`config.mk`:
```
export PLATFORM = sky130hd
export DESIGN_NAME = sdspi_top
export DESIGN_NICKNAME = d
export VERILOG_FILES = /design/src/hw/sdspi_pkg.sv /design/src/hw/sdspi_clkgen.sv /design/src/hw/sdspi_engine.sv /design/src/hw/sdspi_fifo.sv /design/src/hw/sdspi_regs.sv /design/src/hw/sdspi_top.sv
export SDC_FILE = /design/constraint.sdc
export NUM_CORES = 1
export LEC_CHECK = 0
export BUFFER_PORTS_ARGS = -buffer_cell sky130_fd_sc_hd__buf_2
export CAP_MARGIN = 20
export CELL_PAD_IN_SITES_DETAIL_PLACEMENT = 2
export CELL_PAD_IN_SITES_GLOBAL_PLACEMENT = 2
export CORE_ASPECT_RATIO = 0.7
export CORE_MARGIN = 10
export CORE_UTILIZATION = 38
export CTS_CLUSTER_DIAMETER = 40
export DETAILED_ROUTE_END_ITERATION = 8
export GPL_ROUTABILITY_DRIVEN = 1
export HOLD_SLACK_MARGIN = 0.06
export PLACE_DENSITY = 0.76
export SYNTH_ARGS = -nofsm -noshare
export SYNTH_HDL_FRONTEND = slang
export SYNTH_HIERARCHICAL = 1
export SYNTH_SLANG_ARGS = --single-unit
```
`constraint.sdc`:
```
create_clock -name i_clk -period 5.8 [get_ports i_clk]
set_clock_uncertainty 0.2 [all_clocks]
set_input_delay 0.58 -clock i_clk [delete_from_list [all_inputs] [get_ports i_clk]]
set_output_delay 0.58 -clock i_clk [all_outputs]
set_load 0.005 [all_outputs]
```
`src/hw/sdspi_pkg.sv`:
```
// SD SPI host shared definitions
`default_nettype none

package sdspi_pkg;

    localparam int fifo_log2_depth = 4;                     // 16 bytes per FIFO
    localparam int fifo_depth = 1 << fifo_log2_depth;

    // register word offsets, decoded on addr[11:2]
    localparam logic [11:0] addr_scaler = 12'h000;
    localparam logic [11:0] addr_ctrl = 12'h044;
    localparam logic [11:0] addr_txdata = 12'h048;
    localparam logic [11:0] addr_rxdata = 12'h04C;

    localparam int byte_cnt_w = 16;
    localparam int scaler_w = 31;

    localparam logic crc_tail_bit = 1'b1;                   // stop bit after CRC7

    // encoding kept compatible with older status readers
    typedef enum logic [2:0] {
        idle = 3'd0,
        wait_edge = 3'd1,
        send_data = 3'd2,
        recv_data = 3'd3,
        ending = 3'd5
    } state_t;

    typedef struct packed {
        logic valid;
        logic write;
        logic [31:0] addr;
        logic [31:0] wdata;
    } bus_req_t;

    typedef struct packed {
        logic valid;
        logic [31:0] rdata;
    } bus_resp_t;

    typedef struct packed {
        logic generate_crc;
        logic rx_ena;
        logic [byte_cnt_w-1:0] byte_cnt;
    } spi_ctrl_t;

    typedef struct packed {
        state_t state;
        logic generate_crc;
        logic rx_ena;
        logic [byte_cnt_w-1:0] byte_cnt;                    // bytes still to go
    } spi_status_t;

endpackage

`default_nettype wire

```
`src/hw/sdspi_clkgen.sv`:
```
// SPI baud scaler
`timescale 1ns/10ps
`default_nettype none

module sdspi_clkgen (
    input wire logic i_clk,
    input wire logic i_nrst,
    input wire logic [sdspi_pkg::scaler_w-1:0] i_scaler,
    input wire logic i_restart,
    output logic o_level,
    output logic o_rise,
    output logic o_fall
);

    logic [sdspi_pkg::scaler_w-1:0] cnt_q;
    logic tick;

    // a zero scaler holds the level where it is
    assign tick = (|i_scaler) && (cnt_q == i_scaler - 1'b1) && !i_restart;
    assign o_rise = tick && !o_level;                       // level about to go high
    assign o_fall = tick && o_level;                        // level about to go low

    always_ff @(posedge i_clk or negedge i_nrst) begin
        if (!i_nrst) begin
            cnt_q <= '0;
            o_level <= 1'b1;
        end else if (i_restart) begin
            cnt_q <= '0;                                    // new scaler value
        end else if (|i_scaler) begin
            if (tick) begin
                cnt_q <= '0;
                o_level <= !o_level;
            end else begin
                cnt_q <= cnt_q + 1'b1;
            end
        end
    end

    a_edge_excl: assert property (@(posedge i_clk) disable iff (!i_nrst)
        !(o_rise && o_fall));

endmodule

`default_nettype wire

```
`src/hw/sdspi_engine.sv`:
```
// SPI transfer engine with CRC7
`timescale 1ns/10ps
`default_nettype none

module sdspi_engine (
    input wire logic i_clk,
    input wire logic i_nrst,
    input wire logic i_rise,
    input wire logic i_fall,
    input wire logic i_level,
    input wire logic i_ctrl_we,
    input wire sdspi_pkg::spi_ctrl_t i_ctrl,
    input wire logic [7:0] i_tx_rdata,
    input wire logic [sdspi_pkg::fifo_log2_depth:0] i_tx_count,
    output logic o_tx_re,
    output logic o_rx_we,
    output logic [7:0] o_rx_wdata,
    input wire logic i_miso,
    output logic o_cs,
    output logic o_sclk,
    output logic o_mosi,
    output sdspi_pkg::spi_status_t o_status
);

    sdspi_pkg::state_t state_q;
    logic cs_q;                                             // chip select, active high inside
    logic gen_crc_q;
    logic rx_ena_q;
    logic [sdspi_pkg::byte_cnt_w-1:0] byte_cnt_q;
    logic [2:0] bit_cnt_q;
    logic [7:0] tx_val_q;
    logic [7:0] shift_q;
    logic [6:0] crc7_q;
    logic [6:0] crc_next;
    logic crc_inv;
    logic [7:0] shift_next;
    logic [7:0] next_tx;
    logic last_rise;

    // CRC7, x^7 + x^3 + 1, fed with the bit on MOSI
    assign crc_inv = crc7_q[6] ^ shift_q[7];
    assign crc_next = {crc7_q[5:3], crc7_q[2] ^ crc_inv, crc7_q[1:0], crc_inv};

    assign shift_next = {shift_q[6:0], rx_ena_q ? i_miso : 1'b1};
    assign next_tx = ((i_tx_count == '0) || rx_ena_q) ? 8'hFF : i_tx_rdata;
    assign last_rise = i_rise && (bit_cnt_q == 3'd0);       // eighth rise of a byte

    always_comb begin
        o_tx_re = 1'b0;
        if (state_q == sdspi_pkg::idle && (|byte_cnt_q)) begin
            o_tx_re = !rx_ena_q;
        end else if (state_q == sdspi_pkg::send_data && last_rise && (|byte_cnt_q)) begin
            o_tx_re = 1'b1;
        end
    end

    assign o_rx_we = (state_q == sdspi_pkg::recv_data) && last_rise;
    assign o_rx_wdata = shift_next;                         // includes the last sampled bit

    always_ff @(posedge i_clk or negedge i_nrst) begin
        if (!i_nrst) begin
            state_q <= sdspi_pkg::idle;
            cs_q <= 1'b0;
            gen_crc_q <= 1'b0;
            rx_ena_q <= 1'b0;
            byte_cnt_q <= '0;
            bit_cnt_q <= '0;
            tx_val_q <= 8'hFF;
            shift_q <= 8'hFF;
            crc7_q <= '0;
        end else begin
            // transmit shifts on fall, receive samples on rise
            if (cs_q && ((i_fall && !rx_ena_q) || (i_rise && rx_ena_q))) begin
                shift_q <= shift_next;
            end
            if (cs_q && i_fall) begin
                if (|bit_cnt_q) begin
                    bit_cnt_q <= bit_cnt_q - 1'b1;
                end else begin
                    cs_q <= 1'b0;                           // byte done, may be re-taken below
                end
            end
            if (cs_q && i_rise) begin
                crc7_q <= crc_next;
            end

            case (state_q)
                sdspi_pkg::idle: begin
                    if (|byte_cnt_q) begin
                        tx_val_q <= next_tx;
                        byte_cnt_q <= byte_cnt_q - 1'b1;
                        crc7_q <= '0;                       // new command
                        state_q <= sdspi_pkg::wait_edge;
                    end
                end
                sdspi_pkg::wait_edge: begin
                    if (i_fall) begin
                        cs_q <= 1'b1;
                        bit_cnt_q <= 3'd7;
                        shift_q <= rx_ena_q ? 8'h00 : tx_val_q;
                        state_q <= rx_ena_q ? sdspi_pkg::recv_data : sdspi_pkg::send_data;
                    end
                end
                sdspi_pkg::send_data: begin
                    if (last_rise) begin
                        if (|byte_cnt_q) begin
                            tx_val_q <= next_tx;
                            byte_cnt_q <= byte_cnt_q - 1'b1;
                            state_q <= sdspi_pkg::wait_edge;
                        end else if (gen_crc_q) begin
                            tx_val_q <= {crc_next, sdspi_pkg::crc_tail_bit};
                            gen_crc_q <= 1'b0;              // one CRC byte only
                            state_q <= sdspi_pkg::wait_edge;
                        end else begin
                            state_q <= sdspi_pkg::ending;
                        end
                    end
                end
                sdspi_pkg::recv_data: begin
                    if (last_rise) begin
                        if (|byte_cnt_q) begin
                            byte_cnt_q <= byte_cnt_q - 1'b1;
                            state_q <= sdspi_pkg::wait_edge;
                        end else begin
                            state_q <= sdspi_pkg::ending;
                        end
                    end
                end
                sdspi_pkg::ending: begin
                    if (!cs_q) begin
                        state_q <= sdspi_pkg::idle;         // wait for CS release
                    end
                end
                default: state_q <= sdspi_pkg::idle;
            endcase

            if (i_ctrl_we) begin
                gen_crc_q <= i_ctrl.generate_crc;
                rx_ena_q <= i_ctrl.rx_ena;
                byte_cnt_q <= i_ctrl.byte_cnt;
            end
        end
    end

    assign o_cs = !cs_q;
    assign o_sclk = i_level && cs_q;
    assign o_mosi = rx_ena_q || shift_q[7];                 // idle high while receiving

    assign o_status = '{
        state: state_q,
        generate_crc: gen_crc_q,
        rx_ena: rx_ena_q,
        byte_cnt: byte_cnt_q
    };

    a_sclk_cs: assert property (@(posedge i_clk) disable iff (!i_nrst)
        o_cs |-> !o_sclk);

    a_state_legal: assert property (@(posedge i_clk) disable iff (!i_nrst)
        state_q inside {sdspi_pkg::idle, sdspi_pkg::wait_edge, sdspi_pkg::send_data,
                        sdspi_pkg::recv_data, sdspi_pkg::ending});

endmodule

`default_nettype wire

```
`src/hw/sdspi_fifo.sv`:
```
// Byte FIFO with fallthrough read
`timescale 1ns/10ps
`default_nettype none

module sdspi_fifo #(
    parameter int log2_depth = sdspi_pkg::fifo_log2_depth
) (
    input wire logic i_clk,
    input wire logic i_nrst,
    input wire logic i_we,
    input wire logic [7:0] i_wdata,
    input wire logic i_re,
    output logic [7:0] o_rdata,
    output logic [log2_depth:0] o_count
);

    logic [7:0] mem [2**log2_depth];
    logic [log2_depth-1:0] wr_ptr_q;
    logic [log2_depth-1:0] rd_ptr_q;
    logic full;
    logic do_wr;
    logic do_rd;

    assign full = (o_count == (log2_depth + 1)'(1 << log2_depth));
    assign do_wr = i_we && !full;                           // drop writes when full
    assign do_rd = i_re && (o_count != '0);                 // drop reads when empty

    always_ff @(posedge i_clk) begin
        if (do_wr) begin
            mem[wr_ptr_q] <= i_wdata;
        end
    end

    always_ff @(posedge i_clk or negedge i_nrst) begin
        if (!i_nrst) begin
            wr_ptr_q <= '0;
            rd_ptr_q <= '0;
            o_count <= '0;
        end else begin
            if (do_wr) begin
                wr_ptr_q <= wr_ptr_q + 1'b1;
            end
            if (do_rd) begin
                rd_ptr_q <= rd_ptr_q + 1'b1;
            end
            case ({do_wr, do_rd})
                2'b10: o_count <= o_count + 1'b1;
                2'b01: o_count <= o_count - 1'b1;
                default: o_count <= o_count;                // idle or push+pop
            endcase
        end
    end

    assign o_rdata = mem[rd_ptr_q];                         // head byte always visible

    a_count_bound: assert property (@(posedge i_clk) disable iff (!i_nrst)
        o_count <= (log2_depth + 1)'(1 << log2_depth));

endmodule

`default_nettype wire

```
`src/hw/sdspi_regs.sv`:
```
// SD SPI register block
`timescale 1ns/10ps
`default_nettype none

module sdspi_regs (
    input wire logic i_clk,
    input wire logic i_nrst,
    input wire sdspi_pkg::bus_req_t i_req,
    output sdspi_pkg::bus_resp_t o_resp,
    output logic [sdspi_pkg::scaler_w-1:0] o_scaler,
    output logic o_scaler_we,
    output logic o_ctrl_we,
    output sdspi_pkg::spi_ctrl_t o_ctrl,
    output logic o_tx_we,
    output logic [7:0] o_tx_wdata,
    input wire logic [sdspi_pkg::fifo_log2_depth:0] i_tx_count,
    output logic o_rx_re,
    input wire logic [7:0] i_rx_rdata,
    input wire logic [sdspi_pkg::fifo_log2_depth:0] i_rx_count,
    input wire sdspi_pkg::spi_status_t i_status,
    input wire logic i_miso
);

    logic [9:0] idx;
    logic wr;
    logic rd;
    logic tx_full;
    logic [31:0] rdata;
    logic resp_valid_q;
    logic [31:0] resp_rdata_q;

    assign idx = i_req.addr[11:2];
    assign wr = i_req.valid && i_req.write;
    assign rd = i_req.valid && !i_req.write;
    assign tx_full = (i_tx_count ==
        (sdspi_pkg::fifo_log2_depth + 1)'(sdspi_pkg::fifo_depth));

    // strobes fire in the request cycle
    assign o_scaler_we = wr && (idx == sdspi_pkg::addr_scaler[11:2]);
    assign o_ctrl_we = wr && (idx == sdspi_pkg::addr_ctrl[11:2]);
    assign o_tx_we = wr && (idx == sdspi_pkg::addr_txdata[11:2]);
    assign o_rx_re = rd && (idx == sdspi_pkg::addr_rxdata[11:2]);
    assign o_tx_wdata = i_req.wdata[7:0];

    assign o_ctrl = '{
        generate_crc: i_req.wdata[7],
        rx_ena: i_req.wdata[8],
        byte_cnt: i_req.wdata[31:16]
    };

    always_ff @(posedge i_clk or negedge i_nrst) begin
        if (!i_nrst) begin
            o_scaler <= '0;
        end else if (o_scaler_we) begin
            o_scaler <= i_req.wdata[sdspi_pkg::scaler_w-1:0];
        end
    end

    always_comb begin
        rdata = '0;
        case (idx)
            sdspi_pkg::addr_scaler[11:2]: rdata = {1'b0, o_scaler};
            sdspi_pkg::addr_ctrl[11:2]: begin
                rdata[2] = i_miso;                          // live card output
                rdata[6:4] = i_status.state;
                rdata[7] = i_status.generate_crc;
                rdata[8] = i_status.rx_ena;
                rdata[31:16] = i_status.byte_cnt;
            end
            sdspi_pkg::addr_txdata[11:2]: rdata[31] = tx_full;
            sdspi_pkg::addr_rxdata[11:2]: begin
                rdata[7:0] = i_rx_rdata;                    // head byte, popped by this read
                rdata[31] = (i_rx_count == '0);
            end
            default: rdata = '0;
        endcase
    end

    always_ff @(posedge i_clk or negedge i_nrst) begin
        if (!i_nrst) begin
            resp_valid_q <= 1'b0;
        end else begin
            resp_valid_q <= i_req.valid;
        end
    end

    always_ff @(posedge i_clk) begin
        resp_rdata_q <= rdata;
    end

    assign o_resp = '{valid: resp_valid_q, rdata: resp_rdata_q};

endmodule

`default_nettype wire

```
`src/hw/sdspi_top.sv`:
```
// SD card SPI host top level
`timescale 1ns/10ps
`default_nettype none

module sdspi_top (
    input wire logic i_clk,
    input wire logic i_nrst,
    input wire sdspi_pkg::bus_req_t i_req,
    output sdspi_pkg::bus_resp_t o_resp,
    output logic o_cs,
    output logic o_sclk,
    output logic o_mosi,
    input wire logic i_miso
);

    logic [sdspi_pkg::scaler_w-1:0] scaler;
    logic scaler_we;
    logic ctrl_we;
    sdspi_pkg::spi_ctrl_t ctrl;
    sdspi_pkg::spi_status_t status;
    logic level;
    logic rise;
    logic fall;
    logic tx_we;
    logic [7:0] tx_wdata;
    logic tx_re;
    logic [7:0] tx_rdata;
    logic [sdspi_pkg::fifo_log2_depth:0] tx_count;
    logic rx_we;
    logic [7:0] rx_wdata;
    logic rx_re;
    logic [7:0] rx_rdata;
    logic [sdspi_pkg::fifo_log2_depth:0] rx_count;

    sdspi_regs u_regs (
        .i_clk(i_clk), .i_nrst(i_nrst), .i_req(i_req), .o_resp(o_resp),
        .o_scaler(scaler), .o_scaler_we(scaler_we),
        .o_ctrl_we(ctrl_we), .o_ctrl(ctrl),
        .o_tx_we(tx_we), .o_tx_wdata(tx_wdata), .i_tx_count(tx_count),
        .o_rx_re(rx_re), .i_rx_rdata(rx_rdata), .i_rx_count(rx_count),
        .i_status(status), .i_miso(i_miso)
    );

    sdspi_clkgen u_clkgen (
        .i_clk(i_clk), .i_nrst(i_nrst), .i_scaler(scaler), .i_restart(scaler_we),
        .o_level(level), .o_rise(rise), .o_fall(fall)
    );

    sdspi_engine u_engine (
        .i_clk(i_clk), .i_nrst(i_nrst), .i_rise(rise), .i_fall(fall), .i_level(level),
        .i_ctrl_we(ctrl_we), .i_ctrl(ctrl),
        .i_tx_rdata(tx_rdata), .i_tx_count(tx_count), .o_tx_re(tx_re),
        .o_rx_we(rx_we), .o_rx_wdata(rx_wdata), .i_miso(i_miso),
        .o_cs(o_cs), .o_sclk(o_sclk), .o_mosi(o_mosi), .o_status(status)
    );

    sdspi_fifo #(.log2_depth(sdspi_pkg::fifo_log2_depth)) u_txfifo (
        .i_clk(i_clk), .i_nrst(i_nrst), .i_we(tx_we), .i_wdata(tx_wdata),
        .i_re(tx_re), .o_rdata(tx_rdata), .o_count(tx_count)
    );

    sdspi_fifo #(.log2_depth(sdspi_pkg::fifo_log2_depth)) u_rxfifo (
        .i_clk(i_clk), .i_nrst(i_nrst), .i_we(rx_we), .i_wdata(rx_wdata),
        .i_re(rx_re), .o_rdata(rx_rdata), .o_count(rx_count)
    );

endmodule

`default_nettype wire

```
==> impl_metrics.json <==
{
  "status": "finished clean",
  "drcViolationCount": 0,
  "numCtsBuffers": 54,
  "first_pass_iters": 8,
  "powerDensity_nw_per_um2": 323.5,
  "vias_per_cell": 5.823,
  "clk_pin_slew_worst_paths_ps": 70,
  "placed_area_um2": 20990,
  "root_buffer": "clkbuf_16",
  "combPwrFrac_pct": 8.5,
  "yosys_warnings": 6,
  "htreeDepth": 2,
  "startpoint_type": "register",
  "critPathSlowestCell": "or4_1",
  "gr-total-overflow": 0,
  "grt_max_degree": 96,
  "finalWirelength_um": 63920,
  "fin_area_um2": 23120,
  "r2r_slack_ps": 230,
  "synthFlopType": "edfxtp_1",
  "clock_path_buffers": 3,
  "gp_congestion": 0.8158,
  "maxSlewViolCount": 0,
  "p_int_uw": 5511,
  "synth.distinct_cells": 83,
  "synth_cells": 1511,
  "slew_headroom_pct": 30.03,
  "synth_area_um2": 20070,
  "start_util_pct": 38.45,
  "crit_chain": "or3_4, or4_1, a2111oi_4, o22ai_1, or4_4, nor4_4, nand3_2, nor4_4, buf_4, and4b_1, nor2_1, nor2_1, o21a_4, ha_2, ha_1, a21o_1, a21oi_2, mux2i_2, xnor2_1",
  "crit_buf_inv": 1,
  "fin_nets": 1701,
  "critPathCaptureType": "register",
  "first_global_vias": 15020,
  "path_depth": 19,
  "track_usage_pct": 20.39,
  "fin_util_pct": 44.29,
  "die_h_um": 212.3,
  "drt_iter0_drc": 1092,
  "yosys-top-cells-count": "edfxtp_1, dfrtp_1, nand2_1, mux2i_1, nor2_1",
  "hold_viol_final": 0,
  "power.net_switching_uw": 1969,
  "die-area_um2": 62560,
  "coreArea_um2": 52200,
  "seqPwrFrac_pct": 45.9,
  "syn2layout_area_growth_pct": 15.17,
  "synth_enable_flop_cells": 256,
  "die_w_um": 294.7,
  "grt_pass1_wl_um": 97910,
  "timing.final.setup_violations": 0,
  "tritoncts": "built",
  "cp.required_ps": 6140,
  "synth_seq_area_share_pct": 58.80,
  "reg2regPathDepth": 19,
  "postCtsSetupBuffers": 0,
  "synth-seq-cells": 426,
  "p_leak_uw": 0.009098,
  "vdd_ir_drop_max_mv": 0.2002,
  "hold_depth": 2,
  "antenna_cells": 0,
  "io_pins": 105,
  "final_cells": 2334,
  "syn_area_per_cell_um2": 13.28,
  "ant_nets": 0,
  "antenna_found_initial": 0,
  "dp_hpwl_um": 42790,
  "cts.sinks": 426,
  "routed-via-count": 13590,
  "worst_pin_slew_ps": 1050,
  "holdWs_ps": 99.28,
  "synthArstFlopShare_pct": 32.39,
  "synth_top_area_cell": "edfxtp_1",
  "power.clock.fraction_pct": 45.6,
  "worst-path-max-fanout": 6,
  "clk_latency_ps": 620,
  "dp.cells": 2209,
  "wl_per_cell_um": 27.39,
  "drive_gt1_share_pct": 23.15,
  "syn_nets": 1606,
  "fin_crit_ps": 5574,
  "cpPeakStageDelay_ps": 580,
  "cap_violations": 0,
  "min_path_type": "input port to register",
  "fin_crit_sh_pct": 96.10,
  "cp_top_family": "simple AND/OR/NAND/NOR gates",
  "fmax_ghz": 0.1794,
  "yosysTopAreaCellShare_pct": 38.30,
  "p_sw_share_pct": 26.32,
  "port_buffers": 82,
  "synth_area_leaders": "edfxtp_1, dfrtp_1, mux2i_1, mux4_2, dfxtp_1",
  "post-synth-top-count-cell": "edfxtp_1",
  "rows": 70,
  "arrival_ps": 5910,
  "path_class": "register to register"
}
[metal layers]
metal | GRT usage (%) | up-vias | share of wire (%)
met3 | 3.762 | 79 | 5.6
met4 | 4.829 | 0 | 1.8
met2 | 33.66 | 374 | 48
met5 | 0 | - | 0
li1 | - | 5861 | -
met1 | 27.48 | 7277 | 45
[state kept, by name, indices dropped and copies added (netlist names), named ones only]
signal               count
u_txfifo/wr_ptr_q        4
u_engine/byte_cnt_q     16
u_regs/resp_valid_q      1
u_rxfifo/o_count         5
u_regs/resp_rdata_q     32
u_engine/tx_val_q        8
u_engine/shift_q         8
u_engine/gen_crc_q       1
u_regs/o_scaler         31
u_clkgen/cnt_q          31
u_rxfifo/rd_ptr_q        4
u_rxfifo/mem           128
u_engine/rx_ena_q        1
u_clkgen/o_level         1
u_engine/state_q         3
u_rxfifo/wr_ptr_q        4
u_txfifo/rd_ptr_q        4
u_txfifo/o_count         5
u_txfifo/mem           128
u_engine/crc7_q          7
[logic make-up after synthesis]
family | share of synthesized area [%]
flops | 58.80
buf+inv | 4.507
compound gates | 8.073
xor+xnor | 3.753
mux | 11.20
simple gates | 11.97
fa+ha+maj | 1.696
[stage by stage]
step,setup TNS (ps),setup WS [ps],power (µW)
after floorplan,0,279.2,3882
after global placement,0,55.97,4038
after detailed placement,-664.2,-365.0,4085
after CTS,0,41.36,7538
after global routing,-15.00,-15.00,7776
final,0,226.5,7479
[layout make-up]
cell class,instances,area (µm²)
Fill cell,5064,29080
Timing Repair Buffer,164,1095
Multi-Input combinational cell,930,7425
Tap cell,684,855.8
Clock inverter,37,399.1
Inverter,30,112.6
Sequential cell,426,11810
Clock buffer,63,1425
[power by group through the flow]
stage          Sequential [µW]  Clock (µW)  Combinational, µW
2_1_floorplan             3430           0                449
3_3_place_gp              3480           0                556
3_5_place_dp              3490           0                595
4_1_cts                   3430        3480                628
5_1_grt                   3450        3630                701
6_report                  3430        3410                633
[repair_timing]
| item | 4_1_cts | 5_1_grt |
|---|---|---|
| hold endpoints to repair | 129 | 0 |
| gates resized for setup | 4 | 5 |
| setup endpoints to repair | 3 | 3 |
| pin swaps | 0 | 1 |
| hold buffers | 25 | 0 |
[path summary, 6_finish.rpt]
path                                      start                   end
max in group asynchronous                i_nrst  u_txfifo/rd_ptr_q[0]
setup reg to reg            u_regs/o_scaler[20]   u_txfifo/o_count[4]
hold / removal                         i_req[8]     u_engine/rx_ena_q
hold reg to reg            u_engine/tx_val_q[5]   u_engine/shift_q[5]
setup / recovery            u_regs/o_scaler[20]   u_txfifo/o_count[4]
min in group asynchronous                i_nrst   u_rxfifo/o_count[1]
[layout by cell type (no fill, tap or decap), types with 16 or more instances in the layout]
master	instances
edfxtp_1	256
dfrtp_1	119
nand2_1	111
buf_2	81
mux2i_1	81
nor2_1	77
buf_4	57
xnor2_1	57
clkbuf_16	54
o21ai_0	54
nor3_1	44
nand3_1	43
mux2_4	32
dfxtp_1	32
mux4_2	32
a221oi_1	31
inv_1	30
xor2_1	29
dlygate4sd3_1	25
a32o_1	24
a21oi_1	23
ha_1	23
or4_1	22
mux2_2	20
dfstp_2	17
nor4_1	16
and2_1	16
a22oi_1	16
Power figures use the tool's default switching activity.
